### src/core_cfg_pkg.sv
package core_cfg_pkg;

  //////////////////////////////////////////////////
  // Core sizing
  //////////////////////////////////////////////////

  // Data path width, one machine word
  localparam int unsigned XLEN = 32;

  // Architectural integer registers, x0 included
  localparam int unsigned NUM_REGS = 32;

  // Bits needed to name one register
  localparam int unsigned REG_ADDR_W = $clog2(NUM_REGS);

  // Immediate field width of the I-type format
  localparam int unsigned IMM_W = 12;

  // Shift amount width, low bits of operand B
  localparam int unsigned SHAMT_W = 5;

endpackage

### src/isa_pkg.sv
package isa_pkg;

  //////////////////////////////////////////////////
  // Major opcodes
  //////////////////////////////////////////////////

  // Register-register ALU ops
  localparam logic [6:0] OPC_OP     = 7'b0110011;
  // Register-immediate ALU ops
  localparam logic [6:0] OPC_OP_IMM = 7'b0010011;

  //////////////////////////////////////////////////
  // funct3 and funct7 codes
  //////////////////////////////////////////////////

  localparam logic [2:0] F3_ADD_SUB = 3'b000;
  localparam logic [2:0] F3_SLL     = 3'b001;
  localparam logic [2:0] F3_SLT     = 3'b010;
  localparam logic [2:0] F3_SLTU    = 3'b011;
  localparam logic [2:0] F3_XOR     = 3'b100;
  localparam logic [2:0] F3_SRL_SRA = 3'b101;
  localparam logic [2:0] F3_OR      = 3'b110;
  localparam logic [2:0] F3_AND     = 3'b111;

  // Standard funct7 and the SUB/SRA variant
  localparam logic [6:0] F7_BASE = 7'h00;
  localparam logic [6:0] F7_ALT  = 7'h20;

  // ALU operation, 4 bits
  typedef enum logic [3:0] {
    ALU_ADD,
    ALU_SUB,
    ALU_AND,
    ALU_OR,
    ALU_XOR,
    ALU_SLL,
    ALU_SRL,
    ALU_SRA,
    ALU_SLT,
    ALU_SLTU
  } alu_op_e;

  // Register form, MSB first
  typedef struct packed {
    logic [6:0] funct7;
    logic [4:0] rs2;
    logic [4:0] rs1;
    logic [2:0] funct3;
    logic [4:0] rd;
    logic [6:0] opcode;
  } r_type_t;

  // Immediate form, same opcode and rd slots
  typedef struct packed {
    logic [11:0] imm;
    logic [4:0]  rs1;
    logic [2:0]  funct3;
    logic [4:0]  rd;
    logic [6:0]  opcode;
  } i_type_t;

  // One instruction word, two views picked by opcode
  typedef union packed {
    r_type_t r;
    i_type_t i;
  } instr_u;

endpackage

### src/instr_decoder.sv
`timescale 1ns/1ps

module instr_decoder (
  input  logic                                  clk_i,
  input  logic                                  rst_ni,
  input  logic                                  instr_valid_i,
  input  isa_pkg::instr_u                       instr_i,
  output logic                                  id_valid_o,
  output isa_pkg::alu_op_e                      id_alu_op_o,
  output logic [core_cfg_pkg::REG_ADDR_W-1:0]   id_rs1_o,
  output logic [core_cfg_pkg::REG_ADDR_W-1:0]   id_rs2_o,
  output logic [core_cfg_pkg::REG_ADDR_W-1:0]   id_rd_o,
  output logic [core_cfg_pkg::XLEN-1:0]         id_imm_o,
  output logic                                  id_use_imm_o,
  output logic                                  illegal_o
);

  // funct3 to ALU op, alt picks SUB or SRA
  function automatic isa_pkg::alu_op_e funct3_to_op(input logic [2:0] funct3,
                                                    input logic       alt);
    isa_pkg::alu_op_e op;
    case (funct3)
      isa_pkg::F3_ADD_SUB: op = alt ? isa_pkg::ALU_SUB : isa_pkg::ALU_ADD;
      isa_pkg::F3_SLL:     op = isa_pkg::ALU_SLL;
      isa_pkg::F3_SLT:     op = isa_pkg::ALU_SLT;
      isa_pkg::F3_SLTU:    op = isa_pkg::ALU_SLTU;
      isa_pkg::F3_XOR:     op = isa_pkg::ALU_XOR;
      isa_pkg::F3_SRL_SRA: op = alt ? isa_pkg::ALU_SRA : isa_pkg::ALU_SRL;
      isa_pkg::F3_OR:      op = isa_pkg::ALU_OR;
      default:             op = isa_pkg::ALU_AND;
    endcase
    return op;
  endfunction

  logic                                dec_legal;
  isa_pkg::alu_op_e                    dec_op;
  logic [core_cfg_pkg::REG_ADDR_W-1:0] dec_rs1;
  logic [core_cfg_pkg::REG_ADDR_W-1:0] dec_rs2;
  logic [core_cfg_pkg::REG_ADDR_W-1:0] dec_rd;
  logic [core_cfg_pkg::XLEN-1:0]       dec_imm;
  logic                                dec_use_imm;

  //////////////////////////////////////////////////
  // Combinational decode
  //////////////////////////////////////////////////

  always_comb begin
    dec_legal   = 1'b0;
    dec_op      = isa_pkg::ALU_ADD;
    dec_rs1     = '0;
    dec_rs2     = '0;
    dec_rd      = '0;
    dec_imm     = '0;
    dec_use_imm = 1'b0;
    case (instr_i.r.opcode)
      isa_pkg::OPC_OP: begin
        // Register view
        dec_rs1   = instr_i.r.rs1;
        dec_rs2   = instr_i.r.rs2;
        dec_rd    = instr_i.r.rd;
        dec_op    = funct3_to_op(instr_i.r.funct3, instr_i.r.funct7[5]);
        // Alt funct7 only on SUB and SRA
        dec_legal = (instr_i.r.funct7 == isa_pkg::F7_BASE) ||
                    ((instr_i.r.funct7 == isa_pkg::F7_ALT) &&
                     ((instr_i.r.funct3 == isa_pkg::F3_ADD_SUB) ||
                      (instr_i.r.funct3 == isa_pkg::F3_SRL_SRA)));
      end
      isa_pkg::OPC_OP_IMM: begin
        // Immediate view, rs2 stays zero
        dec_rs1     = instr_i.i.rs1;
        dec_rd      = instr_i.i.rd;
        dec_use_imm = 1'b1;
        dec_imm     = {{(core_cfg_pkg::XLEN - core_cfg_pkg::IMM_W){instr_i.i.imm[11]}},
                       instr_i.i.imm};
        // Only SRAI uses the alt bit, imm[10]
        dec_op      = funct3_to_op(instr_i.i.funct3,
                                   (instr_i.i.funct3 == isa_pkg::F3_SRL_SRA) &&
                                   instr_i.i.imm[10]);
        case (instr_i.i.funct3)
          isa_pkg::F3_SLL:     dec_legal = (instr_i.i.imm[11:5] == isa_pkg::F7_BASE);
          isa_pkg::F3_SRL_SRA: dec_legal = (instr_i.i.imm[11:5] == isa_pkg::F7_BASE) ||
                                           (instr_i.i.imm[11:5] == isa_pkg::F7_ALT);
          default:             dec_legal = 1'b1;
        endcase
      end
      default: dec_legal = 1'b0;
    endcase
  end

  //////////////////////////////////////////////////
  // Decode registers
  //////////////////////////////////////////////////

  always_ff @(posedge clk_i or negedge rst_ni) begin
    if (!rst_ni) begin
      id_valid_o   <= 1'b0;
      illegal_o    <= 1'b0;
      id_alu_op_o  <= isa_pkg::ALU_ADD;
      id_rs1_o     <= '0;
      id_rs2_o     <= '0;
      id_rd_o      <= '0;
      id_imm_o     <= '0;
      id_use_imm_o <= 1'b0;
    end else begin
      id_valid_o <= instr_valid_i && dec_legal;
      // One-cycle pulse, nothing goes downstream
      illegal_o  <= instr_valid_i && !dec_legal;
      if (instr_valid_i && dec_legal) begin
        id_alu_op_o  <= dec_op;
        id_rs1_o     <= dec_rs1;
        id_rs2_o     <= dec_rs2;
        id_rd_o      <= dec_rd;
        id_imm_o     <= dec_imm;
        id_use_imm_o <= dec_use_imm;
      end
    end
  end

endmodule

### src/register_file.sv
`timescale 1ns/1ps

module register_file (
  input  logic                                clk_i,
  input  logic                                rst_ni,
  // Read port A
  input  logic [core_cfg_pkg::REG_ADDR_W-1:0] raddr_a_i,
  output logic [core_cfg_pkg::XLEN-1:0]       rdata_a_o,
  // Read port B
  input  logic [core_cfg_pkg::REG_ADDR_W-1:0] raddr_b_i,
  output logic [core_cfg_pkg::XLEN-1:0]       rdata_b_o,
  // Write port
  input  logic [core_cfg_pkg::REG_ADDR_W-1:0] waddr_i,
  input  logic [core_cfg_pkg::XLEN-1:0]       wdata_i,
  input  logic                                we_i
);

  // Storage for x1 and up
  logic [core_cfg_pkg::NUM_REGS-1:1][core_cfg_pkg::XLEN-1:0] rf_q;
  // Full view with x0 in slot 0
  logic [core_cfg_pkg::NUM_REGS-1:0][core_cfg_pkg::XLEN-1:0] rf_all;
  // One-hot write enables
  logic [core_cfg_pkg::NUM_REGS-1:1]                         we_dec;

  //////////////////////////////////////////////////
  // Write address decode
  //////////////////////////////////////////////////

  always_comb begin
    for (int i = 1; i < core_cfg_pkg::NUM_REGS; i++) begin
      we_dec[i] = we_i && (waddr_i == core_cfg_pkg::REG_ADDR_W'(i));
    end
  end

  // No enable for x0, writes there vanish
  always_ff @(posedge clk_i or negedge rst_ni) begin
    if (!rst_ni) begin
      rf_q <= '0;
    end else begin
      for (int r = 1; r < core_cfg_pkg::NUM_REGS; r++) begin
        if (we_dec[r]) begin
          rf_q[r] <= wdata_i;
        end
      end
    end
  end

  // x0 hardwired
  assign rf_all[0]                          = '0;
  assign rf_all[core_cfg_pkg::NUM_REGS-1:1] = rf_q;

  // Combinational reads
  assign rdata_a_o = rf_all[raddr_a_i];
  assign rdata_b_o = rf_all[raddr_b_i];

endmodule

### src/alu_stage.sv
`timescale 1ns/1ps

module alu_stage (
  input  logic                                clk_i,
  input  logic                                rst_ni,
  // From decode
  input  logic                                id_valid_i,
  input  isa_pkg::alu_op_e                    id_alu_op_i,
  input  logic [core_cfg_pkg::REG_ADDR_W-1:0] id_rs1_i,
  input  logic [core_cfg_pkg::REG_ADDR_W-1:0] id_rs2_i,
  input  logic [core_cfg_pkg::REG_ADDR_W-1:0] id_rd_i,
  input  logic [core_cfg_pkg::XLEN-1:0]       id_imm_i,
  input  logic                                id_use_imm_i,
  // Register file reads
  output logic [core_cfg_pkg::REG_ADDR_W-1:0] raddr_a_o,
  output logic [core_cfg_pkg::REG_ADDR_W-1:0] raddr_b_o,
  input  logic [core_cfg_pkg::XLEN-1:0]       rdata_a_i,
  input  logic [core_cfg_pkg::XLEN-1:0]       rdata_b_i,
  // Result register, also the writeback
  output logic                                wb_valid_o,
  output logic [core_cfg_pkg::REG_ADDR_W-1:0] wb_rd_o,
  output logic [core_cfg_pkg::XLEN-1:0]       wb_data_o
);

  logic                                fwd_a;
  logic                                fwd_b;
  logic [core_cfg_pkg::XLEN-1:0]       rs1_val;
  logic [core_cfg_pkg::XLEN-1:0]       rs2_val;
  logic [core_cfg_pkg::XLEN-1:0]       op_a;
  logic [core_cfg_pkg::XLEN-1:0]       op_b;
  logic [core_cfg_pkg::SHAMT_W-1:0]    shamt;
  logic [core_cfg_pkg::XLEN-1:0]       alu_res;

  assign raddr_a_o = id_rs1_i;
  assign raddr_b_o = id_rs2_i;

  //////////////////////////////////////////////////
  // Operand bypass
  //////////////////////////////////////////////////

  // Pending result not yet in the register file
  // x0 never forwarded
  assign fwd_a = wb_valid_o && (wb_rd_o != '0) && (wb_rd_o == id_rs1_i);
  assign fwd_b = wb_valid_o && (wb_rd_o != '0) && (wb_rd_o == id_rs2_i);

  assign rs1_val = fwd_a ? wb_data_o : rdata_a_i;
  assign rs2_val = fwd_b ? wb_data_o : rdata_b_i;

  assign op_a  = rs1_val;
  // Immediate replaces rs2 on I-type
  assign op_b  = id_use_imm_i ? id_imm_i : rs2_val;
  assign shamt = op_b[core_cfg_pkg::SHAMT_W-1:0];

  //////////////////////////////////////////////////
  // ALU
  //////////////////////////////////////////////////

  always_comb begin
    case (id_alu_op_i)
      isa_pkg::ALU_ADD:  alu_res = op_a + op_b;
      isa_pkg::ALU_SUB:  alu_res = op_a - op_b;
      isa_pkg::ALU_AND:  alu_res = op_a & op_b;
      isa_pkg::ALU_OR:   alu_res = op_a | op_b;
      isa_pkg::ALU_XOR:  alu_res = op_a ^ op_b;
      isa_pkg::ALU_SLL:  alu_res = op_a << shamt;
      isa_pkg::ALU_SRL:  alu_res = op_a >> shamt;
      // Arithmetic shift keeps the sign
      isa_pkg::ALU_SRA:  alu_res = $unsigned($signed(op_a) >>> shamt);
      // Compares give 0 or 1
      isa_pkg::ALU_SLT:  alu_res = {{(core_cfg_pkg::XLEN-1){1'b0}},
                                    ($signed(op_a) < $signed(op_b))};
      isa_pkg::ALU_SLTU: alu_res = {{(core_cfg_pkg::XLEN-1){1'b0}}, (op_a < op_b)};
      default:           alu_res = '0;
    endcase
  end

  //////////////////////////////////////////////////
  // Result register
  //////////////////////////////////////////////////

  always_ff @(posedge clk_i or negedge rst_ni) begin
    if (!rst_ni) begin
      wb_valid_o <= 1'b0;
      wb_rd_o    <= '0;
      wb_data_o  <= '0;
    end else begin
      wb_valid_o <= id_valid_i;
      // Hold last result while idle
      if (id_valid_i) begin
        wb_rd_o   <= id_rd_i;
        wb_data_o <= alu_res;
      end
    end
  end

endmodule

### src/int_pipeline_top.sv
`timescale 1ns/1ps

module int_pipeline_top (
  input  logic                                clk_i,
  input  logic                                rst_ni,
  input  logic                                instr_valid_i,
  input  logic [core_cfg_pkg::XLEN-1:0]       instr_i,
  output logic                                illegal_o,
  output logic                                wb_valid_o,
  output logic [core_cfg_pkg::REG_ADDR_W-1:0] wb_rd_o,
  output logic [core_cfg_pkg::XLEN-1:0]       wb_data_o
);

  // Decode to execute
  logic                                id_valid;
  isa_pkg::alu_op_e                    id_alu_op;
  logic [core_cfg_pkg::REG_ADDR_W-1:0] id_rs1;
  logic [core_cfg_pkg::REG_ADDR_W-1:0] id_rs2;
  logic [core_cfg_pkg::REG_ADDR_W-1:0] id_rd;
  logic [core_cfg_pkg::XLEN-1:0]       id_imm;
  logic                                id_use_imm;

  // Register file read ports
  logic [core_cfg_pkg::REG_ADDR_W-1:0] raddr_a;
  logic [core_cfg_pkg::REG_ADDR_W-1:0] raddr_b;
  logic [core_cfg_pkg::XLEN-1:0]       rdata_a;
  logic [core_cfg_pkg::XLEN-1:0]       rdata_b;

  instr_decoder u_decoder (
    .clk_i         (clk_i),
    .rst_ni        (rst_ni),
    .instr_valid_i (instr_valid_i),
    .instr_i       (instr_i),
    .id_valid_o    (id_valid),
    .id_alu_op_o   (id_alu_op),
    .id_rs1_o      (id_rs1),
    .id_rs2_o      (id_rs2),
    .id_rd_o       (id_rd),
    .id_imm_o      (id_imm),
    .id_use_imm_o  (id_use_imm),
    .illegal_o     (illegal_o)
  );

  alu_stage u_alu_stage (
    .clk_i        (clk_i),
    .rst_ni       (rst_ni),
    .id_valid_i   (id_valid),
    .id_alu_op_i  (id_alu_op),
    .id_rs1_i     (id_rs1),
    .id_rs2_i     (id_rs2),
    .id_rd_i      (id_rd),
    .id_imm_i     (id_imm),
    .id_use_imm_i (id_use_imm),
    .raddr_a_o    (raddr_a),
    .raddr_b_o    (raddr_b),
    .rdata_a_i    (rdata_a),
    .rdata_b_i    (rdata_b),
    .wb_valid_o   (wb_valid_o),
    .wb_rd_o      (wb_rd_o),
    .wb_data_o    (wb_data_o)
  );

  // Result register feeds the write port directly
  register_file u_regfile (
    .clk_i     (clk_i),
    .rst_ni    (rst_ni),
    .raddr_a_i (raddr_a),
    .rdata_a_o (rdata_a),
    .raddr_b_i (raddr_b),
    .rdata_b_o (rdata_b),
    .waddr_i   (wb_rd_o),
    .wdata_i   (wb_data_o),
    .we_i      (wb_valid_o)
  );

endmodule

### config.mk
export PLATFORM = sky130hd
export DESIGN_NAME = int_pipeline_top
export DESIGN_NICKNAME = d
export VERILOG_FILES = /design/src/core_cfg_pkg.sv /design/src/isa_pkg.sv /design/src/instr_decoder.sv /design/src/register_file.sv /design/src/alu_stage.sv /design/src/int_pipeline_top.sv
export SDC_FILE = /design/constraint.sdc
export NUM_CORES = 2
export LEC_CHECK = 0
export BUFFER_PORTS_ARGS = -buffer_cell sky130_fd_sc_hd__buf_4
export CORE_MARGIN = 1
export CORE_UTILIZATION = 62
export DETAILED_ROUTE_END_ITERATION = 7
export GPL_ROUTABILITY_DRIVEN = 0
export PLACE_DENSITY_LB_ADDON = 0.2
export SYNTH_ARGS = -nofsm -noshare
export SYNTH_HDL_FRONTEND = slang
export SYNTH_SLANG_ARGS = --single-unit
### constraint.sdc
create_clock -name clk_i -period 10.25 [get_ports clk_i]
set_input_delay 1.025 -clock clk_i [delete_from_list [all_inputs] [get_ports clk_i]]
set_output_delay 1.025 -clock clk_i [all_outputs]
set_load 0.005 [all_outputs]
# ---- After elaboration in Yosys (flattened, before gate mapping)
# Cells that the tools add are included.
dict set report totals {
  output_inout_bits 39
  register_bits 1084
  word_cells 174
}
dict set report classes {
  reduce_logical 47
  n_lt_le_gt_ge 4
  n_mux 22
  eq_ne 51
  shifts 3
  n_addsub 2
  bitwise_logic 3
}
# operator n
set ops {}
lappend ops {{32-bit binary-select mux with 5-bit select} 2}
lappend ops {{32-bit one-hot mux with 10 select lines} 1}
lappend ops {{32-bit 2-to-1 mux} 6}
lappend ops {{5-bit == test, second input constant} 16}
lappend ops {{32-bit < comparator} 2}
lappend ops {{4-bit one-hot mux with 7 select lines} 2}
lappend ops {{5-bit by 4-bit == test with 1-bit output, second input constant} 8}
lappend ops {{1-bit logical AND} 38}
lappend ops {{32-bit adder} 1}
lappend ops {{32-bit AND} 1}
lappend ops {{32-bit OR} 1}
lappend ops {{32-bit by 5-bit left shift with 32-bit output} 1}
lappend ops {{32-bit by 5-bit right shift with 32-bit output} 1}
lappend ops {{32-bit by 5-bit >>> shifter with 32-bit output} 1}
lappend ops {{32-bit subtractor} 1}
lappend ops {{32-bit bitwise XOR} 1}
lappend ops {{5-bit by 3-bit == test with 1-bit output, second input constant} 4}
lappend ops {{4-bit by 3-bit == test with 1-bit output, second input constant} 4}
lappend ops {{5-bit 2-to-1 mux} 3}
lappend ops {{7-bit by 6-bit == test with 1-bit output, second input constant} 2}
lappend ops {{5-bit by 6-bit < comparator with 1-bit output, second input constant} 2}
lappend ops {{5-bit by 2-bit == test with 1-bit output, second input constant} 2}
lappend ops {{5-bit == test} 2}
lappend ops {{3-bit == test, second input constant} 3}
lappend ops {{other kinds (17)} 27}

# ---- Depth between registers and ports, before layout
dict set report logic_depth {
  ltp_word 7
  ltp_mapped 28
}

# ---- Modules after synthesis
# Synthesis repeated with hierarchy kept, for this count alone.
dict set report hier_totals {
  cells_unflattened 5416
  area_unflattened_um2 66570.1
}
# module cells_per_inst seq_area_each_um2 n_inst area_per_inst_um2
set by_module_without_submodules {}
lappend by_module_without_submodules {register_file 3639 24823.8 1 53227.3}
lappend by_module_without_submodules {alu_stage 1654 950.9 1 11752.5}
lappend by_module_without_submodules {instr_decoder 123 850.8 1 1590.3}

# ---- Least setup slack after synthesis
# OpenSTA, ideal clock, no wires.
dict set report synth_timing {
  path_kind {reg-to-reg}
  start {register u_decoder.id_rs2_o[0] (netlist name)}
  end {register u_alu_stage.wb_data_o[25] (netlist name)}
  path_slack_ns 4.153
  t_arrival_ns 5.958
  path_buffers 8
  synth_period_minus_slack_ns 6.097
  stages_incl_launch_ff 27
  t_required_ns 10.111
  cell_sequence {dfrtp_1 > buf_4 > buf_6 > buf_6 > buf_6 > buf_6 > buf_2 > buf_1 > mux4_2 > mux4_2 > mux2i_1 > nor2_1 > a21oi_1 > o21a_1 > ha_1 > clkbuf_1 > inv_1 > nand4_1 > or3_1 > or3b_2 > a31oi_1 > o31ai_1 > a31oi_1 > o21ai_0 > xor2_1 > a2111oi_0 > a2bb2oi_1}
}
dict set report synth_via {
  elab_chain_cells 6
  word_cells_on_any_way 15
  cone_classes {add/sub (2); eq/ne (1); shift (3); mux (5); bitwise (3); reduce/logical (1)}
}
# element line_no
set synth_rtl {}
lappend synth_rtl {{start, declared} instr_decoder.sv:11} ;# output logic [core_cfg_pkg::REG_ADDR_W-1:0] id_rs2_o,
lappend synth_rtl {{start signal, assigned} instr_decoder.sv:111} ;# id_rs2_o <= dec_rs2;
lappend synth_rtl {{32-bit binary-select mux with 5-bit select / 5-bit == test (equally long branches)} {register_file.sv:54, alu_stage.sv:44}}
lappend synth_rtl {{32-bit 2-to-1 mux (implied by the code) / 1-bit logical AND (equally long branches)} {register_file.sv:54, alu_stage.sv:44}}
lappend synth_rtl {{32-bit 2-to-1 mux (*)} alu_stage.sv:47} ;# assign rs2_val = fwd_b ? wb_data_o : rdata_b_i;
lappend synth_rtl {{32-bit 2-to-1 mux (*)} alu_stage.sv:51} ;# assign op_b = id_use_imm_i ? id_imm_i : rs2_val;
lappend synth_rtl {{32-bit subtractor, or another cell as far along} alu_stage.sv:61} ;# isa_pkg::ALU_SUB: alu_res = op_a - op_b;
lappend synth_rtl {{32-bit one-hot mux with 10 select lines (*)} alu_stage.sv:59} ;# case (id_alu_op_i)
lappend synth_rtl {{end signal, assigned} alu_stage.sv:91} ;# wb_data_o <= alu_res;
lappend synth_rtl {{end, declared} alu_stage.sv:22} ;# output logic [core_cfg_pkg::XLEN-1:0] wb_data_o
# Mark *: on every way between the ends. The rest lies on a longest branch, timed or not. The select of a mux whose other input is x is not followed.
# A chain may end at the register's enable or synchronous reset.

# ---- Final worst setup path
dict set report layout_timing {
  start {register u_decoder.id_rs2_o[1] (netlist name)}
  end {register u_alu_stage.wb_data_o[30] (netlist name)}
}
# The elaborated chain is that of the path after synthesis.

==> qor.log <==
[final_layout] growth of design area from synthesis to finish 7.975%
[cts] clock tree from TritonCTS yes
[synth] most common cell in the netlist sky130_fd_sc_hd__dfrtp_1
[floorplan] horizontal die dimension 327.6 µm
[timing] RSZ-0062 raised after global routing no
[floorplan] initial core utilization 62.45%
[global_routing] number of antenna violations at the first check in global routing 13
[worst_setup_path] list of cells traversed by the critical path buf_4 -> xor2_1 -> nor3_1 -> and2_4 -> a21oi_4 -> nand2_2 -> buf_4 -> inv_2 -> ha_1 -> inv_1 -> fa_1 -> nor2b_1 -> o21a_1 -> o21ai_0 -> a21oi_1 -> o21ai_0 -> a311oi_1 -> nor3_1 -> a21oi_1 -> mux2i_1 -> o22ai_1 -> o32a_1
[timing] worst rel slew slack 5.749%
[power] internal power of the cells 6.817 mW
[cts] number of cells upsized or downsized after cts 0
[floorplan] area enclosed by the die boundary 107300 µm²
[synth] Synth warnings 0
[global_routing] maximum number of pins on one net before global-route repair 178
[timing] total count of max-transition violations in the final report 0
[worst_setup_path] delay of the slowest critical-path stage 0.76 ns
[worst_setup_path] CP Capture Type flop
[power] total power divided by cell area 124.8 nW/µm²
[synth] leading cell types by total area after synthesis sky130_fd_sc_hd__dfrtp_1, sky130_fd_sc_hd__mux2_2, sky130_fd_sc_hd__mux4_2
[timing] Hold Violations, Final 0
[global_routing] total overflow reported by the global router 0
[worst_setup_path] Worst EP required 10.88 ns
[worst_setup_path] category of the worst setup path launch point flop
[synth] portion of the post-synthesis area used by sequential elements 40.50%
[detailed_routing] routed wire length 232.3 mm
[timing] final worst hold slack 0.3319 ns
[synth] count of distinct cell types in the synthesized netlist 109
[synth] net count of the mapped netlist 5358
[synth] post-synthesis sequential element count 1064
[worst_setup_path] worst reg2reg path endpoint u_alu_stage.wb_data_o[30]$_DFFE_PN0P_
[detailed_routing] Final ANT Viol Nets 0
[global_routing] global-route wire length before repair 339.1 mm
[place] Port-buffer cells 73
[cts] Max clock buf depth 3
[final_layout] Sequential cell area 26660 µm²
[cts] Clock Sinks 1064
[cts] root buffer cell sky130_fd_sc_hd__clkbuf_16
[worst_setup_path] Buf/Inv on CP 4
[worst_setup_path] Slowest cell on crit path sky130_fd_sc_hd__dfrtp_4
[floorplan] Die Y-Extent 327.6 µm
[synth] fraction of registers with async set or reset after synthesis 100.0%
[power] Design Power 8.855 mW
[synth] Post-Synthesis Mean Instance Area 12.59 µm²
[timing] highest achievable clock rate 128.9 MHz
[floorplan] # IOs 74
[worst_setup_path] arrival time of data at the critical path endpoint 8.38 ns
[floorplan] Floorplan Core Area 105300 µm²
[synth] post-synth top area share 40.50%
[power] reported leakage power 31.79 nW
[flow_run] count of max-cap constraint violations 0
[synth] primary flip-flop cell chosen by synthesis mapping sky130_fd_sc_hd__dfrtp_1
[worst_setup_path] count of cells along the worst register-to-register path 22
[power] switching power 2.038 mW
[cts] Inserted Clock Buffers 112
[power] part of the total power dissipated in combinational logic 3.6%
[place] Cell Count Post-Placement 6326
[synth] Synth top cells by count sky130_fd_sc_hd__dfrtp_1, sky130_fd_sc_hd__mux2_2, sky130_fd_sc_hd__mux4_2
[worst_setup_path] worst-case register-to-register setup slack 2.49 ns
[detailed_routing] number of vias after detailed routing 50.35k
[power] power share of the sequential group 47.5%
[timing] fraction of the cycle the final worst path needs 75.70%
[place] detailed placer's ending HPWL 140.3 mm
[status] violations in the final reports design-rule violations
[detailed_routing] DRC marker count from the first detailed-route iteration 8256
[detailed_routing] vias per cell 7.695
[synth] Post-Synthesis Cells 5222
[timing] Max Clock Skew 0.03853 ns
[detailed_routing] wire length per cell after detailed routing 35.51 µm
[hold_path] Hold/Removal Path Class in -> async
[synth] Syn Std Cell Area 65740 µm²
[timing] final-report setup violation count 0
[final_layout] number of filler cells placed in the layout 7511
[synth] Yosys top cell by area sky130_fd_sc_hd__dfrtp_1
[cts] Post-CTS Repair Setup Buffers 0
[cts] H-Tree Depth 3
[power] proportion of total power due to net switching 23.01%
[worst_setup_path] startpoint of the lowest-slack register-to-register path u_decoder.id_rs2_o[1]$_DFFE_PN0P_
[final_layout] non-filler cells, final 6543
[global_routing] number of global-route vias before repair 49.30k
[worst_setup_path] Worst Path Class, Setup reg -> reg
[floorplan] Cell Rows 119
[cts] source-to-sink clock delay at the later pin of the worst-skew pair 0.74 ns
[power] clock network fraction of design power 48.9%
[timing] minimum period implied by the final worst setup slack 7.759 ns
[worst_setup_path] Crit path max-delay family compound AO/OA/AOI/OAI gates
[worst_setup_path] worst-path maximum fanout 58
[detailed_routing] count of TritonRoute iterations in the first routing pass 8
[power] maximum vdd ir drop 0.1328 mV
[final_layout] Final #Nets 5185
[synth] number of synthesized flops with an enable pin 0
[timing] Sum Neg Setup Slack 0 ns
[timing] Worst Tran Pin Value 1.410 ns
[status] result of the run finished, violations left
[final_layout] multi-input gate area in the final layout 36450 µm²
[cts] Worst-path clk slew 0.07 ns
[global_routing] Tot GR Track Use 43.36%
[detailed_routing] DRC violation count after routing 362
[cts] count of hold-fix buffers inserted at cts 0
[final_layout] share of layout cells above drive strength 1 39.16%
-- metrics by stage --
stage / utilization (%) / area [µm²] / setup slack, ns
3_3_place_gp: 63.70 / 67060 / 2.992
5_1_grt: 67.42 / 70970 / 2.221
6_report: 67.43 / 70980 / 2.491
2_1_floorplan: - / 65740 / 4.153
4_1_cts: 67.42 / 70970 / 2.828
3_5_place_dp: 63.70 / 67060 / 2.839
-- state kept, by name (all words and copies together), names as in the netlist, 4 cells and up --
register,cells
u_regfile.rf_all,992
u_alu_stage.wb_data_o,32
u_decoder.id_imm_o,12
u_alu_stage.wb_rd_o,5
u_decoder.id_rd_o,5
u_decoder.id_rs1_o,5
u_decoder.id_rs2_o,5
u_decoder.id_alu_op_o,4
-- worst max path at each step --
stage	start	end	cells past startpoint
floorplan	u_decoder.id_rs2_o[0]$_DFFE_PN0P_	u_alu_stage.wb_data_o[25]$_DFFE_PN0P_	26
global placement	u_decoder.id_rs2_o[0]$_DFFE_PN0P_	u_alu_stage.wb_data_o[30]$_DFFE_PN0P_	22
detailed placement	u_decoder.id_rs2_o[1]$_DFFE_PN0P_	u_alu_stage.wb_data_o[30]$_DFFE_PN0P_	22
CTS	u_decoder.id_rs2_o[1]$_DFFE_PN0P_	u_alu_stage.wb_data_o[30]$_DFFE_PN0P_	22
global route	u_decoder.id_rs2_o[1]$_DFFE_PN0P_	u_alu_stage.wb_data_o[30]$_DFFE_PN0P_	22
finish	u_decoder.id_rs2_o[1]$_DFFE_PN0P_	u_alu_stage.wb_data_o[30]$_DFFE_PN0P_	22
-- cell usage in the layout, fill, tap and decap left out, types with 99 or more instances in the layout --
cell type / netlist / layout
sky130_fd_sc_hd__dfrtp_1: 1064 / 1051
sky130_fd_sc_hd__mux2_2: 1022 / 1022
sky130_fd_sc_hd__ha_1: 99 / 99
sky130_fd_sc_hd__buf_4: 16 / 210
sky130_fd_sc_hd__mux2i_1: 205 / 205
sky130_fd_sc_hd__o21ai_0: 177 / 177
sky130_fd_sc_hd__mux4_2: 469 / 469
sky130_fd_sc_hd__clkbuf_16: 0 / 114
sky130_fd_sc_hd__nand2_1: 258 / 247
sky130_fd_sc_hd__a21oi_1: 193 / 193
sky130_fd_sc_hd__nor2_1: 220 / 207
-- metal layers --
layer  up-vias  track usage (%)  part of all wire (%)
met5         -           0.7986                 0.087
li1      19650                -                     -
met3      1096            16.06                    14
met1     25740            57.68                    36
met2      3853            61.08                    42
met4        12            25.15                   7.0
-- power by group through the flow --
stage | Clock (mW) | Sequential, mW | Combinational [mW]
final | 4.33 | 4.21 | 0.317
after global routing | 4.50 | 4.21 | 0.339
after CTS | 4.34 | 4.21 | 0.310
after detailed placement | 0 | 4.29 | 0.309
after global placement | 0 | 4.29 | 0.308
after floorplan | 0 | 4.28 | 0.156
-- logic make-up (layout without fill, tap and decap cells) --
family / count (synthesis) / after routing / share of synthesized area [%]
mux: 1717 / 1717 / 37.48
flops: 1064 / 1064 / 40.50
compound gates: 934 / 934 / 9.901
simple gates: 756 / 756 / 5.307
buf+inv: 613 / 539 / 4.368
fa+ha+maj: 101 / 101 / 1.945
xor+xnor: 37 / 37 / 0.4930
other cells: 0 / 4 / 0
-- worst register-to-register path, cell delays in order (launching register included) --
cell	delay, ns
sky130_fd_sc_hd__dfrtp_4	0.76
sky130_fd_sc_hd__buf_4	0.58
sky130_fd_sc_hd__xor2_1	0.14
sky130_fd_sc_hd__nor3_1	0.53
sky130_fd_sc_hd__and2_4	0.71
sky130_fd_sc_hd__a21oi_4	0.23
sky130_fd_sc_hd__nand2_2	0.11
sky130_fd_sc_hd__buf_4	0.59
sky130_fd_sc_hd__inv_2	0.57
sky130_fd_sc_hd__ha_1	0.40
sky130_fd_sc_hd__inv_1	0.09
sky130_fd_sc_hd__fa_1	0.19
sky130_fd_sc_hd__nor2b_1	0.13
sky130_fd_sc_hd__o21a_1	0.13
sky130_fd_sc_hd__o21ai_0	0.13
sky130_fd_sc_hd__a21oi_1	0.43
sky130_fd_sc_hd__o21ai_0	0.30
sky130_fd_sc_hd__a311oi_1	0.49
sky130_fd_sc_hd__nor3_1	0.16
sky130_fd_sc_hd__a21oi_1	0.35
sky130_fd_sc_hd__mux2i_1	0.24
sky130_fd_sc_hd__o22ai_1	0.09
sky130_fd_sc_hd__o32a_1	0.31
-- cell type report --
class	count	area share (%)
flip-flops and latches	1064	37.56
well taps	1391	2.452
inverters	104	0.5535
diodes	4	0.01410
multi-input cells	3545	51.35
repair buffers	222	2.552
clock buffers	173	4.782
clock inverters	40	0.7298
Note: power is estimated with default switching activity, not from simulation.
